File: src/source/cpu_pkg.sv
`default_nettype none

package cpu_pkg;

    // Word and memory geometry
    localparam int DATA_W    = 16;
    localparam int ADDR_W    = 8;
    localparam int MEM_DEPTH = 256;
    // Opcode sits in the top bits of the instruction word
    localparam int OPCODE_W  = 4;

    // Data and instruction word
    typedef logic [DATA_W-1:0] word_t;
    // Address into either memory
    typedef logic [ADDR_W-1:0] addr_t;

    // Instruction opcodes, anything else runs as a no-op
    typedef enum logic [OPCODE_W-1:0] {
        OP_LDAC = 4'd1,
        OP_STAC = 4'd2,
        OP_MVAC = 4'd3,
        OP_ADD  = 4'd4,
        OP_SUB  = 4'd5,
        OP_MUL  = 4'd6,
        OP_INAC = 4'd7,
        OP_CLAC = 4'd8,
        OP_JPNZ = 4'd9,
        OP_END  = 4'd10
    } opcode_t;

    // ALU function select
    typedef enum logic [1:0] {
        ALU_NONE = 2'd0,
        ALU_ADD  = 2'd1,
        ALU_SUB  = 2'd2,
        ALU_MUL  = 2'd3
    } alu_op_t;

    // Sequencer states
    typedef enum logic [5:0] {
        IDLE,
        FETCH1, FETCH2, FETCH3,
        LDAC1, LDAC2, LDAC3,
        STAC1, STAC2,
        MVAC1,
        ADD1, ADD2,
        SUB1, SUB2,
        MUL1, MUL2,
        INAC1,
        CLAC1,
        JPNZ1,
        NOP1,
        ENDOP
    } seq_state_t;

    // Registered strobes from the sequencer
    typedef struct packed {
        // Fetch side
        logic    im_rd;
        logic    ir_wr;
        logic    pc_inc;
        logic    pc_wr;
        logic    ar_wr;
        // Data memory and DR
        logic    dm_rd;
        logic    dm_wr;
        logic    dr_from_dm;
        logic    dr_from_ac;
        // AC and R sources
        logic    ac_from_dr;
        logic    ac_inc;
        logic    ac_clear;
        logic    ac_from_alu;
        logic    r_from_ac;
        alu_op_t alu_op;
    } ctrl_t;

    // Program / data load port
    typedef struct packed {
        logic  en;
        // 1 targets data memory, 0 instruction memory
        logic  to_data;
        addr_t addr;
        word_t data;
    } load_t;

endpackage

`default_nettype wire

File: src/source/acc_datapath.sv
`default_nettype none

module acc_datapath
    import cpu_pkg::*;
(
    input  logic  clk,
    input  logic  rst_n,
    input  ctrl_t ctrl,
    input  word_t dr_in,
    output word_t ac_out,
    output logic  zero
);

    word_t   ac;
    word_t   r;
    word_t   dr;
    // ALU op from the state before, result used one cycle later
    alu_op_t alu_op_q;
    word_t   alu_res;

    // ALU on AC and R, low 16 bits kept
    always_comb begin
        case (alu_op_q)
            ALU_ADD: alu_res = ac + r;
            ALU_SUB: alu_res = ac - r;
            ALU_MUL: alu_res = ac * r;
            default: alu_res = ac;
        endcase
    end

    always_ff @(posedge clk or negedge rst_n) begin
        if (!rst_n) begin
            ac       <= '0;
            r        <= '0;
            dr       <= '0;
            alu_op_q <= ALU_NONE;
        end else begin
            alu_op_q <= ctrl.alu_op;

            // AC sources are mutually exclusive
            if (ctrl.ac_clear) begin
                ac <= '0;
            end else if (ctrl.ac_inc) begin
                ac <= ac + 1'b1;
            end else if (ctrl.ac_from_alu) begin
                ac <= alu_res;
            end else if (ctrl.ac_from_dr) begin
                ac <= dr;
            end

            if (ctrl.r_from_ac) begin
                r <= ac;
            end

            // DR from memory on LDAC, from AC on STAC
            if (ctrl.dr_from_dm) begin
                dr <= dr_in;
            end else if (ctrl.dr_from_ac) begin
                dr <= ac;
            end
        end
    end

    assign ac_out = ac;
    // Branch flag for JPNZ
    assign zero   = (ac == '0);

    // AC write from ALU needs an op selected the cycle before
    a_alu_op_ready: assert property (
        @(posedge clk) disable iff (!rst_n)
        ctrl.ac_from_alu |-> $past(ctrl.alu_op) != ALU_NONE
    );

    // DR load from memory always preceded by a read
    a_dr_after_read: assert property (
        @(posedge clk) disable iff (!rst_n)
        ctrl.dr_from_dm |-> $past(ctrl.dm_rd)
    );

endmodule

`default_nettype wire

File: config.mk
export PLATFORM = sky130hd
export DESIGN_NAME = acc_datapath
export DESIGN_NICKNAME = d
export VERILOG_FILES = /design/src/source/cpu_pkg.sv /design/src/source/acc_datapath.sv
export SDC_FILE = /design/constraint.sdc
export NUM_CORES = 1
export LEC_CHECK = 0
export BUFFER_PORTS_ARGS = -buffer_cell sky130_fd_sc_hd__buf_2
export CAP_MARGIN = 30
export CORE_UTILIZATION = 40
export DETAILED_ROUTE_END_ITERATION = 6
export GPL_ROUTABILITY_DRIVEN = 0
export PLACE_DENSITY_LB_ADDON = 0.2
export SLEW_MARGIN = 40
export SYNTH_ARGS = -nofsm -noshare
export SYNTH_HDL_FRONTEND = slang
export SYNTH_SLANG_ARGS = --single-unit
File: constraint.sdc
create_clock -name clk -period 7.85 [get_ports clk]
set_input_delay 1.9625 -clock clk [delete_from_list [all_inputs] [get_ports clk]]
set_output_delay 1.9625 -clock clk [all_outputs]
set_load 0.01 [all_outputs]
==> metrics.yaml <==
power_and_ir_drop:
  p_int_uw: 697
  comb_power_share_pct: 51.2
  p_seq_share_pct: 30.5
  switching_power_uw: 575
  power_density_mw_per_mm2: 152
  share_clk_of_total_power_pct: 18.3
  leakage_nw: 3.94
  vdd_drop_max_mv: 0.103
  power_mw: 1.27
  sw_frac_of_total_pct: 45.2
global_route:
  grt_overflow_total: 0
  antenna_found_initial: 0
  grt_pass1_wl_um: 34400
  grt_max_degree: 51
  track_usage_pct: 22.0
  grt_pass1_vias: 6458
timing:
  finalCriticalPeriod_ns: 5.91
  fin_skew_ns: 0.00578
  hold_ws_ns: 0.569
  grt_setup_unrepaired: "false"
  worstMarginPinSlew_ns: 0.830
  fmaxAchievable_mhz: 169
  max-slew-margin-rel_pct: 44.7
  report.final.slew_viol_count: 0
  setup_tns_ns: 0
  post-route-period-util_pct: 75.3
  setup_viol: 0
  hold_viol: 0
clock_tree:
  cts-resized-gates: 0
  h-tree-depth: 2
  cts_inserted_buffers: 5
  cts_sinks: 50
  cts-root-buf: "clkbuf_16"
  cts_setup_buffers: 0
  cts_tree: "done"
  cts_hold_buffers: 0
  clk_path_buf_depth: 2
  clkSlewWorstSetupHoldPaths_ns: 0.08
  clock_latency_ns: 0.30
route:
  met3_length_um: 624
  routed.top_layer: "met4"
  first_iter_violations: 328
  vias: 6381
  wl_met2_um: 9880
  first_pass_iters: 5
  routed_wl_um: 20600
  drtAntennaViolNets: 0
  wl_per_cell_um: 17.1
  m1WireLength_um: 9530
  viasPerCell: 5.30
  drc: 0
synth:
  syn_area_sq_mm: 0.00781
  synthCells: 939
  syn-num-nets: 1122
  ys_async_sr_fraction_pct: 100
  synth_seq_cells: 50
  synth_ff_type: "dfrtp_1"
  ys_types: 60
  synth_area_per_cell_sq_um: 8.32
  yosysWarnings: 0
  synth-edff-count: 0
  ys_seq_area_share_pct: 16.0
finish:
  syn2layout_area_growth_pct: 7.09
  finalNonFillerCells: 1203
  fillers: 1925
  final_util_pct: 44.2
  seqCellArea_sq_mm: 0.00125
  drive_above_1_share_pct: 8.70
  n_antenna_cell: 0
  multi_input_area_sq_mm: 0.00590
  nNetsFinal: 1125
worst_setup_path:
  r2r_setup_slack_ns: 1.94
  reg2reg_from: "r[1]"
  required_ns: 8.02
  cp.arrival_ns: 6.08
  cpMostUsedCell: "fa_1"
  end_kind: "flop"
  crit_chain: "nand2_1 -> fa_1 -> fa_1 -> fa_1 -> fa_1 -> inv_1 -> fa_1 -> inv_1 -> fa_1 -> inv_1 -> ha_1 -> nand3_1 -> o31a_1 -> a21oi_1 -> xnor2_1 -> o21ai_0 -> a21oi_1 -> o22ai_1"
  crit_end: "ac_out[14]"
  reg2reg_to: "ac_out[14]"
  slowest_stage: "dfrtp_1"
  cpPeakStageDelay_ns: 0.86
  r2r_cells: 18
  startpoint_type: "flop"
  crit_type: "flop to flop"
  crit_fanout: 16
  startpoint: "r[1]"
outcome:
  status: "complete, no violations"
floorplanning:
  die_y_um: 142
  fp.dieArea_sq_mm: 0.0201
  die_w_um: 142
  start_util_pct: 41.2
  io_pins: 51
  core_sq_mm: 0.0190
  rows: 50
place:
  io_buffer_count: 43
  dpl.cell_count: 1195
  dp_hpwl_um: 14900
job:
  drv_cap: 0
hold_path:
  hp-class: "flop to flop"
[power groups by stage]
stage | Clock, mW | Sequential [mW] | Combinational (mW)
floorplan | 0 | 0.321 | 0.530
CTS | 0.240 | 0.386 | 0.651
finish | 0.233 | 0.388 | 0.651
global route | 0.247 | 0.395 | 0.741
detailed placement | 0 | 0.391 | 0.645
global placement | 0 | 0.390 | 0.643
[area by class of cell]
| cell class | instances | area share, % |
|---|---|---|
| multi-input combinational | 711 | 70.4 |
| tap | 260 | 3.89 |
| sequential | 50 | 15.0 |
| inverter | 120 | 5.38 |
| timing repair buffer | 54 | 3.56 |
| clock inverter | 3 | 0.269 |
| clock buffer | 5 | 1.49 |
[layout by cell type, fill, tap and decap left out, types with 9 or more instances in the layout]
cell / n
fa_1: 81
o21ai_1: 11
o21ai_0: 36
nor2b_1: 12
a21oi_1: 37
buf_4: 11
xor2_1: 16
nand2b_1: 9
inv_1: 120
buf_2: 43
dfrtp_1: 49
xnor2_1: 42
ha_1: 68
mux2_2: 12
and2_1: 66
mux2i_1: 17
nor2_1: 45
o211ai_1: 15
nand2_1: 121
nor3_1: 17
[critical path, delay by kind of cell (launching register included)]
family	cells	cell delay [ns]
and+or+nand+nor	2	0.27
buffers and inverters	3	0.14
AOI/OAI and AO/OA	5	0.90
adders and majority gates	7	3.44
DFF	1	0.86
xor gates and xnor gates	1	0.17
[cell usage after synthesis (8+ instances only)]
| master | instances | area [sq um] |
|---|---|---|
| and2_1 | 66 | 413 |
| inv_1 | 120 | 450 |
| mux2i_1 | 17 | 170 |
| a31oi_1 | 8 | 50.1 |
| nor2_1 | 45 | 169 |
| a21oi_1 | 37 | 185 |
| o21ai_0 | 36 | 180 |
| nand2b_1 | 9 | 56.3 |
| o211ai_1 | 15 | 113 |
| o21a_1 | 8 | 60.1 |
| nor2b_1 | 12 | 75.1 |
| dfrtp_1 | 50 | 1250 |
| o21ai_1 | 11 | 55.1 |
| nand3_1 | 8 | 40.0 |
| xor2_1 | 16 | 140 |
| mux2_2 | 12 | 135 |
| nor3_1 | 17 | 85.1 |
| nand2_1 | 121 | 454 |
| xnor2_1 | 42 | 368 |
| ha_1 | 68 | 851 |
| fa_1 | 81 | 1620 |
| clkbuf_1 | 52 | 195 |
[per-stage QoR]
| step | instance area, sq um | setup slack, ns |
|---|---|---|
| floorplan | 7820 | 2.37 |
| global placement | 8210 | 1.94 |
| detailed placement | 8220 | 1.94 |
| CTS | 8370 | 1.89 |
| global route | 8370 | 1.64 |
| finish | 8370 | 1.94 |
[cells by family (layout without fill, tap and decap cells)]
group / after synthesis / in the layout / share of synthesized area, %
AO/OA/AOI/OAI: 160 / 160 / 13.0
XOR/XNOR: 59 / 59 / 6.79
adder cells (fa/ha/maj): 149 / 149 / 31.6
buffers and inverters: 178 / 182 / 8.63
flip-flops: 50 / 50 / 16.0
multiplexers: 31 / 31 / 4.24
AND/OR/NAND/NOR: 312 / 312 / 19.7
[layer usage]
metal / track usage [%] / vias to the layer above
li1: - / 3070
met1: 29.6 / 3130
met2: 37.7 / 152
met3: 1.65 / 29
met4: 7.24 / 0
met5: 0 / -
[registers in the layout, indices dropped and copies added (netlist names)]
register / flops
r: 16
ac_out: 16
dr: 16
alu_op_q: 2
[how the worst min path moves through the flow]
stage,start,endpoint,slack (ns),cells after the start
floorplan,dr[15],dr[15],0.52,2
finish,dr[1],dr[1],0.57,2
global route,r[15],r[15],0.60,1
CTS,dr[1],dr[1],0.58,2
detailed placement,dr[1],dr[1],0.56,2
global placement,dr[15],dr[15],0.54,2
Power figures use the tool's default switching activity.
