[src/source/cpu_pkg.sv]
`default_nettype none

package cpu_pkg;

    // Word and memory geometry
    localparam int DATA_W    = 16;
    localparam int ADDR_W    = 8;
    localparam int MEM_DEPTH = 256;
    // Opcode sits in the top bits of the instruction word
    localparam int OPCODE_W  = 4;

    // Data and instruction word
    typedef logic [DATA_W-1:0] word_t;
    // Address into either memory
    typedef logic [ADDR_W-1:0] addr_t;

    // Instruction opcodes, anything else runs as a no-op
    typedef enum logic [OPCODE_W-1:0] {
        OP_LDAC = 4'd1,
        OP_STAC = 4'd2,
        OP_MVAC = 4'd3,
        OP_ADD  = 4'd4,
        OP_SUB  = 4'd5,
        OP_MUL  = 4'd6,
        OP_INAC = 4'd7,
        OP_CLAC = 4'd8,
        OP_JPNZ = 4'd9,
        OP_END  = 4'd10
    } opcode_t;

    // ALU function select
    typedef enum logic [1:0] {
        ALU_NONE = 2'd0,
        ALU_ADD  = 2'd1,
        ALU_SUB  = 2'd2,
        ALU_MUL  = 2'd3
    } alu_op_t;

    // Sequencer states
    typedef enum logic [5:0] {
        IDLE,
        FETCH1, FETCH2, FETCH3,
        LDAC1, LDAC2, LDAC3,
        STAC1, STAC2,
        MVAC1,
        ADD1, ADD2,
        SUB1, SUB2,
        MUL1, MUL2,
        INAC1,
        CLAC1,
        JPNZ1,
        NOP1,
        ENDOP
    } seq_state_t;

    // Registered strobes from the sequencer
    typedef struct packed {
        // Fetch side
        logic    im_rd;
        logic    ir_wr;
        logic    pc_inc;
        logic    pc_wr;
        logic    ar_wr;
        // Data memory and DR
        logic    dm_rd;
        logic    dm_wr;
        logic    dr_from_dm;
        logic    dr_from_ac;
        // AC and R sources
        logic    ac_from_dr;
        logic    ac_inc;
        logic    ac_clear;
        logic    ac_from_alu;
        logic    r_from_ac;
        alu_op_t alu_op;
    } ctrl_t;

    // Program / data load port
    typedef struct packed {
        logic  en;
        // 1 targets data memory, 0 instruction memory
        logic  to_data;
        addr_t addr;
        word_t data;
    } load_t;

endpackage

`default_nettype wire

[src/source/control_sequencer.sv]
`default_nettype none

module control_sequencer
    import cpu_pkg::*;
(
    input  logic    clk,
    input  logic    rst_n,
    input  logic    start,
    input  logic    zero,
    input  opcode_t opcode,
    output ctrl_t   ctrl,
    output logic    busy,
    output logic    done
);

    seq_state_t state;
    seq_state_t state_nxt;
    ctrl_t      ctrl_nxt;

    // Next state
    always_comb begin
        state_nxt = state;
        case (state)
            IDLE: begin
                // Start pulse kicks off the first fetch
                if (start) begin
                    state_nxt = FETCH1;
                end
            end
            FETCH1: state_nxt = FETCH2;
            FETCH2: state_nxt = FETCH3;
            FETCH3: begin
                // IR already holds the new word here
                case (opcode)
                    OP_LDAC: state_nxt = LDAC1;
                    OP_STAC: state_nxt = STAC1;
                    OP_MVAC: state_nxt = MVAC1;
                    OP_ADD:  state_nxt = ADD1;
                    OP_SUB:  state_nxt = SUB1;
                    OP_MUL:  state_nxt = MUL1;
                    OP_INAC: state_nxt = INAC1;
                    OP_CLAC: state_nxt = CLAC1;
                    OP_JPNZ: state_nxt = JPNZ1;
                    OP_END:  state_nxt = ENDOP;
                    default: state_nxt = NOP1;
                endcase
            end
            LDAC1: state_nxt = LDAC2;
            LDAC2: state_nxt = LDAC3;
            STAC1: state_nxt = STAC2;
            ADD1:  state_nxt = ADD2;
            SUB1:  state_nxt = SUB2;
            MUL1:  state_nxt = MUL2;
            // Halt until reset
            ENDOP: state_nxt = ENDOP;
            // Last execute cycle of every instruction
            default: state_nxt = FETCH1;
        endcase
    end

    // Strobe set for the state being entered, all else zero
    always_comb begin
        ctrl_nxt = '0;
        case (state_nxt)
            FETCH1: begin
                // Read word at PC, step PC past it
                ctrl_nxt.im_rd  = 1'b1;
                ctrl_nxt.pc_inc = 1'b1;
            end
            FETCH2: ctrl_nxt.ir_wr = 1'b1;
            // Operand field into AR
            FETCH3: ctrl_nxt.ar_wr = 1'b1;
            LDAC1:  ctrl_nxt.dm_rd = 1'b1;
            LDAC2:  ctrl_nxt.dr_from_dm = 1'b1;
            LDAC3:  ctrl_nxt.ac_from_dr = 1'b1;
            STAC1:  ctrl_nxt.dr_from_ac = 1'b1;
            STAC2:  ctrl_nxt.dm_wr = 1'b1;
            MVAC1:  ctrl_nxt.r_from_ac = 1'b1;
            // Op select first, AC write one cycle later
            ADD1:   ctrl_nxt.alu_op = ALU_ADD;
            SUB1:   ctrl_nxt.alu_op = ALU_SUB;
            MUL1:   ctrl_nxt.alu_op = ALU_MUL;
            ADD2, SUB2, MUL2: ctrl_nxt.ac_from_alu = 1'b1;
            INAC1:  ctrl_nxt.ac_inc = 1'b1;
            CLAC1:  ctrl_nxt.ac_clear = 1'b1;
            // Branch taken only on nonzero AC
            JPNZ1:  ctrl_nxt.pc_wr = ~zero;
            default: ctrl_nxt = '0;
        endcase
    end

    always_ff @(posedge clk or negedge rst_n) begin
        if (!rst_n) begin
            state <= IDLE;
            ctrl  <= '0;
            busy  <= 1'b0;
            done  <= 1'b0;
        end else begin
            state <= state_nxt;
            ctrl  <= ctrl_nxt;
            // Busy from first fetch up to the halt
            busy  <= (state_nxt != IDLE) && (state_nxt != ENDOP);
            done  <= (state_nxt == ENDOP);
        end
    end

    // At most one AC source per cycle
    a_ac_src_onehot: assert property (
        @(posedge clk) disable iff (!rst_n)
        $onehot0({ctrl.ac_inc, ctrl.ac_clear, ctrl.ac_from_alu, ctrl.ac_from_dr})
    );

    // Done only in the halt state, and it sticks
    a_done_sticky: assert property (
        @(posedge clk) disable iff (!rst_n)
        done |-> (state == ENDOP) ##1 (done && !busy)
    );

endmodule

`default_nettype wire

[config.mk]
export PLATFORM = sky130hd
export DESIGN_NAME = control_sequencer
export DESIGN_NICKNAME = d
export VERILOG_FILES = /design/src/source/cpu_pkg.sv /design/src/source/control_sequencer.sv
export SDC_FILE = /design/constraint.sdc
export NUM_CORES = 1
export LEC_CHECK = 0
export ABC_AREA = 1
export BUFFER_PORTS_ARGS = -buffer_cell sky130_fd_sc_hd__clkbuf_2
export CAP_MARGIN = 20
export CORE_ASPECT_RATIO = 0.75
export CORE_MARGIN = 2
export CORE_UTILIZATION = 35
export DETAILED_ROUTE_END_ITERATION = 12
export PLACE_DENSITY = 0.64
export SYNTH_ARGS = -nofsm -noshare
export SYNTH_HDL_FRONTEND = slang
export SYNTH_SLANG_ARGS = --single-unit
[constraint.sdc]
create_clock -name clk -period 1.6 [get_ports clk]
set_input_delay 0.16 -clock clk [delete_from_list [all_inputs] [get_ports clk]]
set_output_delay 0.16 -clock clk [all_outputs]
set_load 0.01 [all_outputs]
==> results of run 1 <==
-- flip-flops by register name (all words and copies together), names as in the netlist --
name	flops
busy	1
ctrl	15
done	1
state	6
-- power by group through the flow --
stage          clock network [mW]  registers, mW  logic, mW
2_1_floorplan                   0          0.749      0.378
3_3_place_gp                    0          0.735      0.554
3_5_place_dp                    0          0.738      0.566
4_1_cts                     0.355          0.737      0.579
5_1_grt                     0.377          0.759      0.864
6_report                    0.339          0.748      0.787
-- cells in the mapped netlist (2+ instances only) --
| cell | instances | share of area [%] |
|---|---|---|
| nor3_1 | 3 | 1.2 |
| ha_1 | 5 | 5.2 |
| nand3_2 | 3 | 2.5 |
| nor2_2 | 6 | 3.1 |
| dfrtp_1 | 23 | 47 |
| nor2_1 | 19 | 5.9 |
| nor3_2 | 4 | 3.3 |
| inv_1 | 16 | 4.9 |
| nand3_1 | 13 | 5.4 |
| nor2_4 | 3 | 2.8 |
| nand2_1 | 35 | 11 |
| nand4_1 | 3 | 1.5 |
| o21ai_0 | 2 | 0.82 |
| inv_2 | 3 | 0.93 |
-- logic make-up after synthesis --
kind of cell | after synthesis | share of synthesized area [%]
flops | 23 | 47.4
other cells | 1 | 0.309
buf+inv | 20 | 6.50
compound gates | 6 | 3.61
simple gates | 90 | 37.0
fa+ha+maj | 5 | 5.15
-- stage by stage --
stage	hold WS (ns)	util (%)
2_1_floorplan	-0.136	-
3_3_place_gp	0.151	42.4
3_5_place_dp	0.164	42.4
4_1_cts	0.0507	44.7
5_1_grt	0.0461	50.0
6_report	0.0576	50.0
-- final cells by class --
class                   instances  area, um^2  area share, %
clock buffers                   4        45.0           2.72
well taps                      40        50.0           3.02
inverters                      19        76.3           4.61
repair buffers                 35         203           12.2
multi-input cells             102         702           42.4
flip-flops and latches         23         581           35.0
-- worst max-delay path, cell delays in order, from the launching register on --
cell and delay, ns:
dfrtp_2 0.47, nor2_4 0.17, nand4_1 0.22, nand3_2 0.17, nand3_4 0.11, nor2_4 0.19
nand3_2 0.10, nand2_2 0.09, inv_2 0.03
-- metal layers --
metal	up-vias	wire, um
met5	-	0
met4	0	51
met3	9	209
met2	44	1450
met1	541	1260
li1	535	-
-- what timing repair did --
action                                  4_1_cts  5_1_grt
endpoints found under the hold margin        23        0
buffers inserted                              1        5
pin swaps                                     1       16
hold buffers                                  1        0
endpoints found under the setup margin        4       17
gates resized for setup                       5       39
-- final timing paths --
check | from | slack (ns) | depth (start not counted) | to
worst max-delay path | state[1] | -0.05 | 8 | busy
worst min register to register | state[5] | 0.77 | 3 | state[3]
max in group asynchronous | rst_n | 0.79 | 2 | state[0]
worst max register to register | state[1] | -0.05 | 8 | busy
min in group asynchronous | rst_n | 0.41 | 2 | busy
worst min-delay path | zero | 0.06 | 2 | ctrl[12]
==> out/metrics.cfg, run 1 <==
[placed_design]
gp_congestion = 0.911
dpl_cell_area_um2 = 1400
dp_cells = 212
dp_slack_ns = -0.0910
dp_hpwl_mm = 2.10
io_buffers = 25

[clock_tree]
cts_tree = built
insertion_delay_ns = 0.26
htreeDepth = 1
clkSinkCount = 23
clockBufferDepth = 2
cts-root-buf = clkbuf_8
cts_buffers = 3
clk_pin_slew_worst_paths_ns = 0.07

[drt]
drtIter0Drc = 92
drc = 0
wirelength_mm = 2.97
wire_per_inst_um = 13.3
firstDrtPassIters = 4
via_count = 1129
viasPerCell = 5.06
postRouteAntennaNets = 0

[grt]
grt_busiest_layer = met2
use_met3_pct = 4.17
grt_pass1_vias = 1001
track_usage_pct = 14.9
grt_pass1_wl_mm = 4.42
grt_overflow = 0
antenna_found_initial = 0
grt_max_degree = 24
grt_use_met2_pct = 23.8
met1_usage_pct = 19.6

[finish]
syn_to_final_growth_pct = 36.5
final_cell_area_um2 = 1660
mostFrequentLayoutCells = nand2_1 (27), clkbuf_2 (25), dfrtp_1 (19)
num-nets-final = 197
antenna_cells = 0
drive_gt1_share_pct = 47.5
fillers = 303
fin_cells = 223
layout.cells.most_common = nand2_1

[setup_path]
cp-end-kind = register
cp-start-kind = register
arrival_ns = 1.81
critical_path.max_fanout = 6
cp.required_ns = 1.76
critPathKind = register to register

[timing]
fin_skew_ns = 0.00569
tns_ns = -0.117
period_needed_ns = 1.65
hold_viol_final = 0
max_freq_ghz = 0.607
rsz0062_at_grt = true
timing.final.crit_share_pct = 103
maxSlewViolCount = 0
postLayoutSetupSlackWorst_ns = -0.0468
tightest_slew_ns = 0.542
relSlewSlack_pct = 63.8
setup_violations = 8

[synthesis]
async_reset_ff_share_pct = 100
synth-edff-count = 0
syn_nets = 158
yosys_warnings = 0
synthCells = 145
synth.avg_cell_area_um2 = 8.37
netlist_area_um2 = 1210
yosysSeqAreaShare_pct = 47.4
ys_ff_latch = 23
synthFlopType = dfrtp_1
synthDistinctLibCells = 21

[floorplanning]
die_y_um = 55.0
coreArea_um2 = 3310
initial_core_util_pct = 36.7
dieArea_um2 = 3960
ios = 26
placementRows = 18
die_w_um = 72.0

[power_and_ir_drop]
p_sw_uw = 748
power_mw = 1.87
ir_drop_mv = 0.515
seq_power_share_pct = 39.9
powerDensity_nw_per_um2 = 1130
switching_share_pct = 39.9
intPower_mw = 1.13
p_leak_nw = 0.861
combinationalPowerShare_pct = 42.0
p_clk_share_pct = 18.1

[outcome]
violations = setup timing
status = finished, violations left

[run]
cap_viol_max_count = 0

[min_path]
hold_path.class = primary input to register

Power figures use the tool's default switching activity.
==> inputs of run 2 (changes only) <==
--- a/config.mk
+++ b/config.mk
@@ -12,7 +12,7 @@
 export CORE_MARGIN = 2
 export CORE_UTILIZATION = 35
 export DETAILED_ROUTE_END_ITERATION = 12
-export PLACE_DENSITY = 0.64
+export PLACE_DENSITY = 0.66
 export SYNTH_ARGS = -nofsm -noshare
 export SYNTH_HDL_FRONTEND = slang
 export SYNTH_SLANG_ARGS = --single-unit
==> constraint.sdc (replaced) <==
create_clock -name clk -period 1.4 [get_ports clk]
set_input_delay 0.14 -clock clk [delete_from_list [all_inputs] [get_ports clk]]
set_output_delay 0.14 -clock clk [all_outputs]
set_load 0.01 [all_outputs]
==> out/metrics.cfg, run 2 (same netlist as run 1, synthesis figures left out) <==
[outcome]
violations = setup timing
status = finished, violations left

[setup_path]
startpoint = state[1]
cp-start-kind = register
worstRegToRegCells = 8  ; unchanged
regToRegStartpoint = state[1]
reg2reg_slack_ns = -0.24  ; -0.19 ns
crit_end = busy
timing.rr.end = busy
cp-end-kind = register
critPathKind = register to register
critical_path.max_fanout = 6  ; unchanged
cp.required_ns = 1.57  ; -0.19 ns
arrival_ns = 1.81  ; about the same

[clock_tree]
cts_tree = built
cts_buffers = 3  ; unchanged
clk_pin_slew_worst_paths_ns = 0.08  ; about the same
cts-root-buf = clkbuf_8
insertion_delay_ns = 0.27  ; about the same
clockBufferDepth = 2  ; unchanged
htreeDepth = 1  ; unchanged
clkSinkCount = 23  ; unchanged

[power_and_ir_drop]
p_leak_nw = 0.945  ; +9.7%
powerDensity_nw_per_um2 = 1260  ; +11%
ir_drop_mv = 0.539  ; +4.6%

[min_path]
hold_path.class = primary input to register

[timing]
relSlewSlack_pct = 62.3  ; -1.6 points
rsz0062_at_grt = true
period_needed_ns = 1.64  ; -0.00639 ns
timing.final.crit_share_pct = 117  ; +14 points
max_freq_ghz = 0.610  ; +0.39%
fin_skew_ns = 0.00401  ; -0.00168 ns
setup_violations = 19  ; +11
maxSlewViolCount = 0  ; unchanged
postLayoutSetupSlackWorst_ns = -0.240  ; -0.194 ns
hold_viol_final = 0  ; unchanged
tightest_slew_ns = 0.566  ; +0.0235 ns

[placed_design]
dpl_cell_area_um2 = 1530  ; +9.3%
io_buffers = 25  ; unchanged
gp_congestion = 0.884  ; -2.9%
dp_hpwl_mm = 2.04  ; -3.2%
dp_cells = 228  ; +7.5%

[finish]
multi_input_comb_area_um2 = 717  ; +2.1%
drive_gt1_share_pct = 53.5  ; +6.0 points
fillers = 287  ; -5.3%
largest_reg_flops = 15  ; unchanged
layout.cells.most_common = nand2_1
mostFrequentLayoutCells = nand2_1 (26), clkbuf_2 (25), buf_4 (22)
reg.largest.list = ctrl (15), state (6)
final_cell_area_um2 = 1820  ; +9.9%
syn_to_final_growth_pct = 50.0
num-nets-final = 214  ; +8.6%
antenna_cells = 0  ; unchanged
seqCellArea_um2 = 581  ; unchanged
fin_util_pct = 55.0  ; +5.0 points
top_register = ctrl
fin_cells = 240  ; +7.6%

[drt]
drtIter0Drc = 98  ; +6.5%
postRouteAntennaNets = 0  ; unchanged
firstDrtPassIters = 4  ; unchanged
wire_per_inst_um = 13.6  ; +1.9%
via_count = 1152  ; +2.0%
drc = 0  ; unchanged
wirelength_mm = 3.26  ; +9.7%
viasPerCell = 4.80  ; -5.2%

[floorplanning]
die_y_um = 55.0  ; unchanged
placementRows = 18  ; unchanged
ios = 26  ; unchanged
dieArea_um2 = 3960  ; unchanged
initial_core_util_pct = 36.7  ; unchanged
coreArea_um2 = 3310  ; unchanged
die_w_um = 72.0  ; unchanged

[run]
cap_viol_max_count = 0  ; unchanged

[grt]
grt_max_degree = 24  ; unchanged
grt_pass1_wl_mm = 4.77  ; +7.9%
grt_pass1_vias = 1050  ; +4.9%
track_usage_pct = 16.6  ; +1.7 points
antenna_found_initial = 0  ; unchanged
grt_overflow = 0  ; unchanged

==> run 2: how the worst min path moves through the flow <==
| stage | start | end | cells after the start |
|---|---|---|---|
| after detailed placement | rst_n | ctrl[8] | 1 |
| after CTS | zero | ctrl[12] | 2 |
| after global placement | rst_n | ctrl[8] | 1 |
| final | zero | ctrl[12] | 2 |
| after floorplan | rst_n | busy | 0 |
| after global routing | zero | ctrl[12] | 2 |
==> run 2: critical path, cell delays in order (launching register included) <==
cell	delay, ns
dfrtp_2	0.48
inv_2	0.11
nor2_4	0.06
o21ai_2	0.20
nand4_1	0.25
nor2_4	0.23
nand3_2	0.12
nand2_1	0.07
inv_1	0.03
==> run 2: timing repair <==
item / CTS / global route
setup buffers: 4 / 6
hold buffers: 1 / 0
hold endpoints to repair: 23 / 0
pin swaps: 8 / 21
setup endpoints to repair: 17 / 19
resized for setup: 30 / 21
==> run 2: area by class of cell <==
type | count | area share [%]
multi-input combinational | 102 | 39.4
sequential | 23 | 31.9
timing repair buffer | 52 | 19.0
inverter | 19 | 4.47
tap | 40 | 2.75
clock buffer | 3 | 2.27
clock inverter | 1 | 0.275
==> run 2: layer usage <==
layer | vias to the layer above | part of all wire [%] | track usage [%]
li1 | 565 | - | -
met1 | 535 | 43 | 20.5
met2 | 45 | 48 | 27.5
met3 | 7 | 6.3 | 5.98
met4 | 0 | 2.1 | 5.35
met5 | - | 0 | 0
==> run 2: report_power, final <==
group / leakage (nW) / switching [mW] / internal, mW
clock network: 0.0255 / 0.210 / 0.199
logic: 0.617 / 0.613 / 0.413
registers: 0.302 / 0.0953 / 0.757
==> run 2: stage by stage <==
step	TNS [ns]	worst slack (ns)	hold WS (ns)	total power, mW
finish	-2.63	-0.240	0.0225	2.29
global route	-4.17	-0.308	0.0139	2.42
CTS	-0.895	-0.110	0.0189	2.14
detailed placement	-2.20	-0.252	0.164	1.58
global placement	-2.25	-0.252	0.156	1.58
floorplan	0	0.00831	-0.156	1.30
==> inputs of run 3 (changes only) <==
--- a/config.mk
+++ b/config.mk
@@ -5,12 +5,12 @@
 export SDC_FILE = /design/constraint.sdc
 export NUM_CORES = 1
 export LEC_CHECK = 0
-export ABC_AREA = 1
 export BUFFER_PORTS_ARGS = -buffer_cell sky130_fd_sc_hd__clkbuf_2
 export CAP_MARGIN = 20
 export CORE_ASPECT_RATIO = 0.75
 export CORE_MARGIN = 2
 export CORE_UTILIZATION = 35
+export CTS_BUF_LIST = sky130_fd_sc_hd__clkbuf_2
 export DETAILED_ROUTE_END_ITERATION = 12
 export PLACE_DENSITY = 0.66
 export SYNTH_ARGS = -nofsm -noshare
==> out/metrics.cfg, run 3 <==
[finish]
reg.largest.list = ctrl (15), state (6)
drive_gt1_share_pct = 60.0  ; +6.5 points
fillers = 294  ; +2.4%
antenna_cells = 0  ; unchanged
syn_to_final_growth_pct = 50.5
mostFrequentLayoutCells = clkbuf_2 (29), buf_4 (23), dfrtp_1 (17)
top_register = ctrl
largest_reg_flops = 15  ; unchanged
layout.cells.most_common = clkbuf_2
num-nets-final = 194  ; -9.3%

[power_and_ir_drop]
seq_power_share_pct = 45.7  ; +8.4 points
power_mw = 1.64  ; -28%
combinationalPowerShare_pct = 38.2  ; -6.6 points
p_clk_share_pct = 16.1  ; -1.8 points
intPower_mw = 1.10  ; -20%
p_sw_uw = 540  ; -41%
ir_drop_mv = 0.497  ; -7.7%
p_leak_nw = 0.950  ; +0.58%
switching_share_pct = 33.0  ; -7.2 points
powerDensity_nw_per_um2 = 844  ; -33%

[grt]
track_usage_pct = 15.6  ; -0.96 points
antenna_found_initial = 0  ; unchanged
grt_pass1_vias = 1133  ; +7.9%
grt_overflow = 0  ; unchanged
grt_max_degree = 24  ; unchanged
grt_pass1_wl_mm = 5.09  ; +6.8%

[timing]
fin_skew_ns = 0.000832  ; -0.00318 ns
setup_violations = 20  ; +1
timing.final.crit_share_pct = 123  ; +6.3 points
maxSlewViolCount = 0  ; unchanged
period_needed_ns = 1.73  ; +0.0880 ns
hold_viol_final = 0  ; unchanged
tightest_slew_ns = 0.558  ; -0.00816 ns
postLayoutSetupSlackWorst_ns = -0.328  ; -0.0880 ns
rsz0062_at_grt = true
max_freq_ghz = 0.579  ; -5.1%
relSlewSlack_pct = 62.8  ; +0.54 points

[setup_path]
cp.required_ns = 1.65  ; +0.08 ns
critical_path.max_fanout = 6  ; unchanged
arrival_ns = 1.98  ; +0.17 ns
critPathKind = register to register
slowest_delay_ns = 0.49  ; about the same
timing.rr.end = busy
cp-start-kind = register
cpMaxStageDelayCell = dfrtp_2
reg2reg_slack_ns = -0.33  ; -0.09 ns
worstPathCellList = and2_4, o31a_2, o32ai_4, buf_6, nand3b_4, a21o_1
regToRegStartpoint = state[3]
worstRegToRegCells = 6  ; -2
cp-end-kind = register

[synthesis]
synthFlopType = dfrtp_1
yosysMostFrequentCell = dfrtp_1
async_reset_ff_share_pct = 100  ; unchanged
synth-edff-count = 0  ; unchanged
synth_top_area_share_pct = 44.6  ; -2.8 points
yosys_warnings = 0  ; unchanged
synthDistinctLibCells = 45  ; +110%
yosys-top-cells-count = dfrtp_1 (23), nor2_1 (15), nor2b_1 (9), inv_1 (7)
netlist_area_um2 = 1290  ; +6.3%
yosysSeqAreaShare_pct = 44.6  ; -2.8 points
yosys.area.top_type = dfrtp_1
synth.avg_cell_area_um2 = 10.7  ; +28%
syn_nets = 133  ; -16%
synthCells = 120  ; -17%
ys_top_cells_by_area = dfrtp_1 (45%), ha_1 (4.8%), nor2_1 (4.4%), nor2b_1 (4.4%), nor3_2 (2.3%)
ys_ff_latch = 23  ; unchanged

[floorplanning]
coreArea_um2 = 3590  ; +8.4%
die_w_um = 74.1  ; +2.9%
die_y_um = 56.6  ; +2.9%
initial_core_util_pct = 35.9  ; -0.72 points
ios = 26  ; unchanged
dieArea_um2 = 4190  ; +5.9%
placementRows = 19  ; +1

[drt]
viasPerCell = 4.72  ; -1.8%
postRouteAntennaNets = 0  ; unchanged
drtIter0Drc = 37  ; -62%
drc = 0  ; unchanged
wirelength_mm = 3.17  ; -2.6%
wire_per_inst_um = 13.7  ; +0.72%
via_count = 1094  ; -5.0%
firstDrtPassIters = 4  ; unchanged

[placed_design]
dp_hpwl_mm = 2.20  ; +8.1%
io_buffers = 25  ; unchanged
gp_congestion = 0.910  ; +2.9%
dp_slack_ns = -0.348  ; -0.0965 ns

[clock_tree]
clkSinkCount = 23  ; unchanged
clockBufferDepth = 2  ; unchanged
insertion_delay_ns = 0.33  ; +0.06 ns
cts-root-buf = clkbuf_2
cts_tree = built
clk_pin_slew_worst_paths_ns = 0.19  ; +0.11 ns
cts_buffers = 3  ; unchanged
htreeDepth = 1  ; unchanged

[min_path]
hold_path.class = primary input to asynchronous set/reset pin

[outcome]
violations = setup timing
status = finished, violations left

[run]
cap_viol_max_count = 0  ; unchanged

[run 3: changes by cell type after synthesis, sizes merged, moves of 4 or more]
cell	previous run	this run
o21ai	4	0
inv	19	7
nand2	36	6
nor2b	0	9
nor2	28	15
buf	1	5
nand3	16	2
or3	0	4
[run 3: final cells by class]
class                      instances  area [um^2]  area share, %
clock buffer                       4         20.0           1.03
inverter                           7         26.3           1.35
multi-input combinational         84          795           40.9
sequential                        23          583           30.0
tap                               52         65.1           3.35
timing repair buffer              62          453           23.3
[run 3: logic make-up (layout without fill, tap and decap cells)]
kind of cell / Yosys count / after routing / share of synthesized area, %
adder cells (fa/ha/maj): 5 / 5 / 4.85
AO/OA/AOI/OAI: 17 / 17 / 13.4
buffers and inverters: 13 / 73 / 5.14
AND/OR/NAND/NOR: 59 / 59 / 30.2
other: 1 / 1 / 0.291
flip-flops: 23 / 23 / 44.6
multiplexers: 2 / 2 / 1.55
[run 3: how the worst max path moves through the flow]
stage                   start       end  cells past startpoint
global placement    opcode[1]  ctrl[12]                      8
detailed placement   state[1]  ctrl[12]                      5
CTS                  state[3]      busy                      6
global route         state[2]   ctrl[3]                      6
finish               state[3]      busy                      6
floorplan            state[3]      busy                      6
[run 3: critical path: cells and delay by family (launching register included)]
family / cells / cell delay [ns]
compound gates: 3 / 0.75
buf+inv: 1 / 0.16
flops: 1 / 0.49
simple gates: 2 / 0.25
[run 3: per-layer routing]
layer	up-vias	wire (um)	GRT usage [%]
met5	-	0	0
met4	0	11	3.38
met3	3	77	3.05
met2	18	1680	25.9
met1	535	1400	21.1
li1	538	-	-
[run 3: power groups by stage]
| stage | combinational, mW | clock [mW] | sequential [mW] |
|---|---|---|---|
| final | 0.626 | 0.263 | 0.750 |
| after global routing | 0.676 | 0.290 | 0.757 |
| after CTS | 0.541 | 0.273 | 0.749 |
| after detailed placement | 0.452 | 0 | 0.761 |
| after global placement | 0.444 | 0 | 0.755 |
| after floorplan | 0.277 | 0 | 0.756 |
[run 3: timing repair]
action                                  in CTS  in global routing
buffers inserted                             7                  7
hold endpoints to repair                    24                  0
hold buffers                                 2                  0
resized for setup                           22                 27
pin swaps                                   10                 15
gates cloned                                 0                  0
endpoints found under the setup margin      20                 22
[run 3: stage by stage]
stage	TNS (ns)	cells	cell area, um^2	hold slack (ns)	utilization, %
after floorplan	-2.76	120	1300	-0.156	-
after global placement	-4.10	216	1640	0.141	45.6
after detailed placement	-5.21	216	1640	0.155	45.6
after CTS	-4.90	229	1820	0.301	50.7
after global routing	-6.16	232	1940	0.327	54.1
final	-4.60	232	1940	0.298	54.1
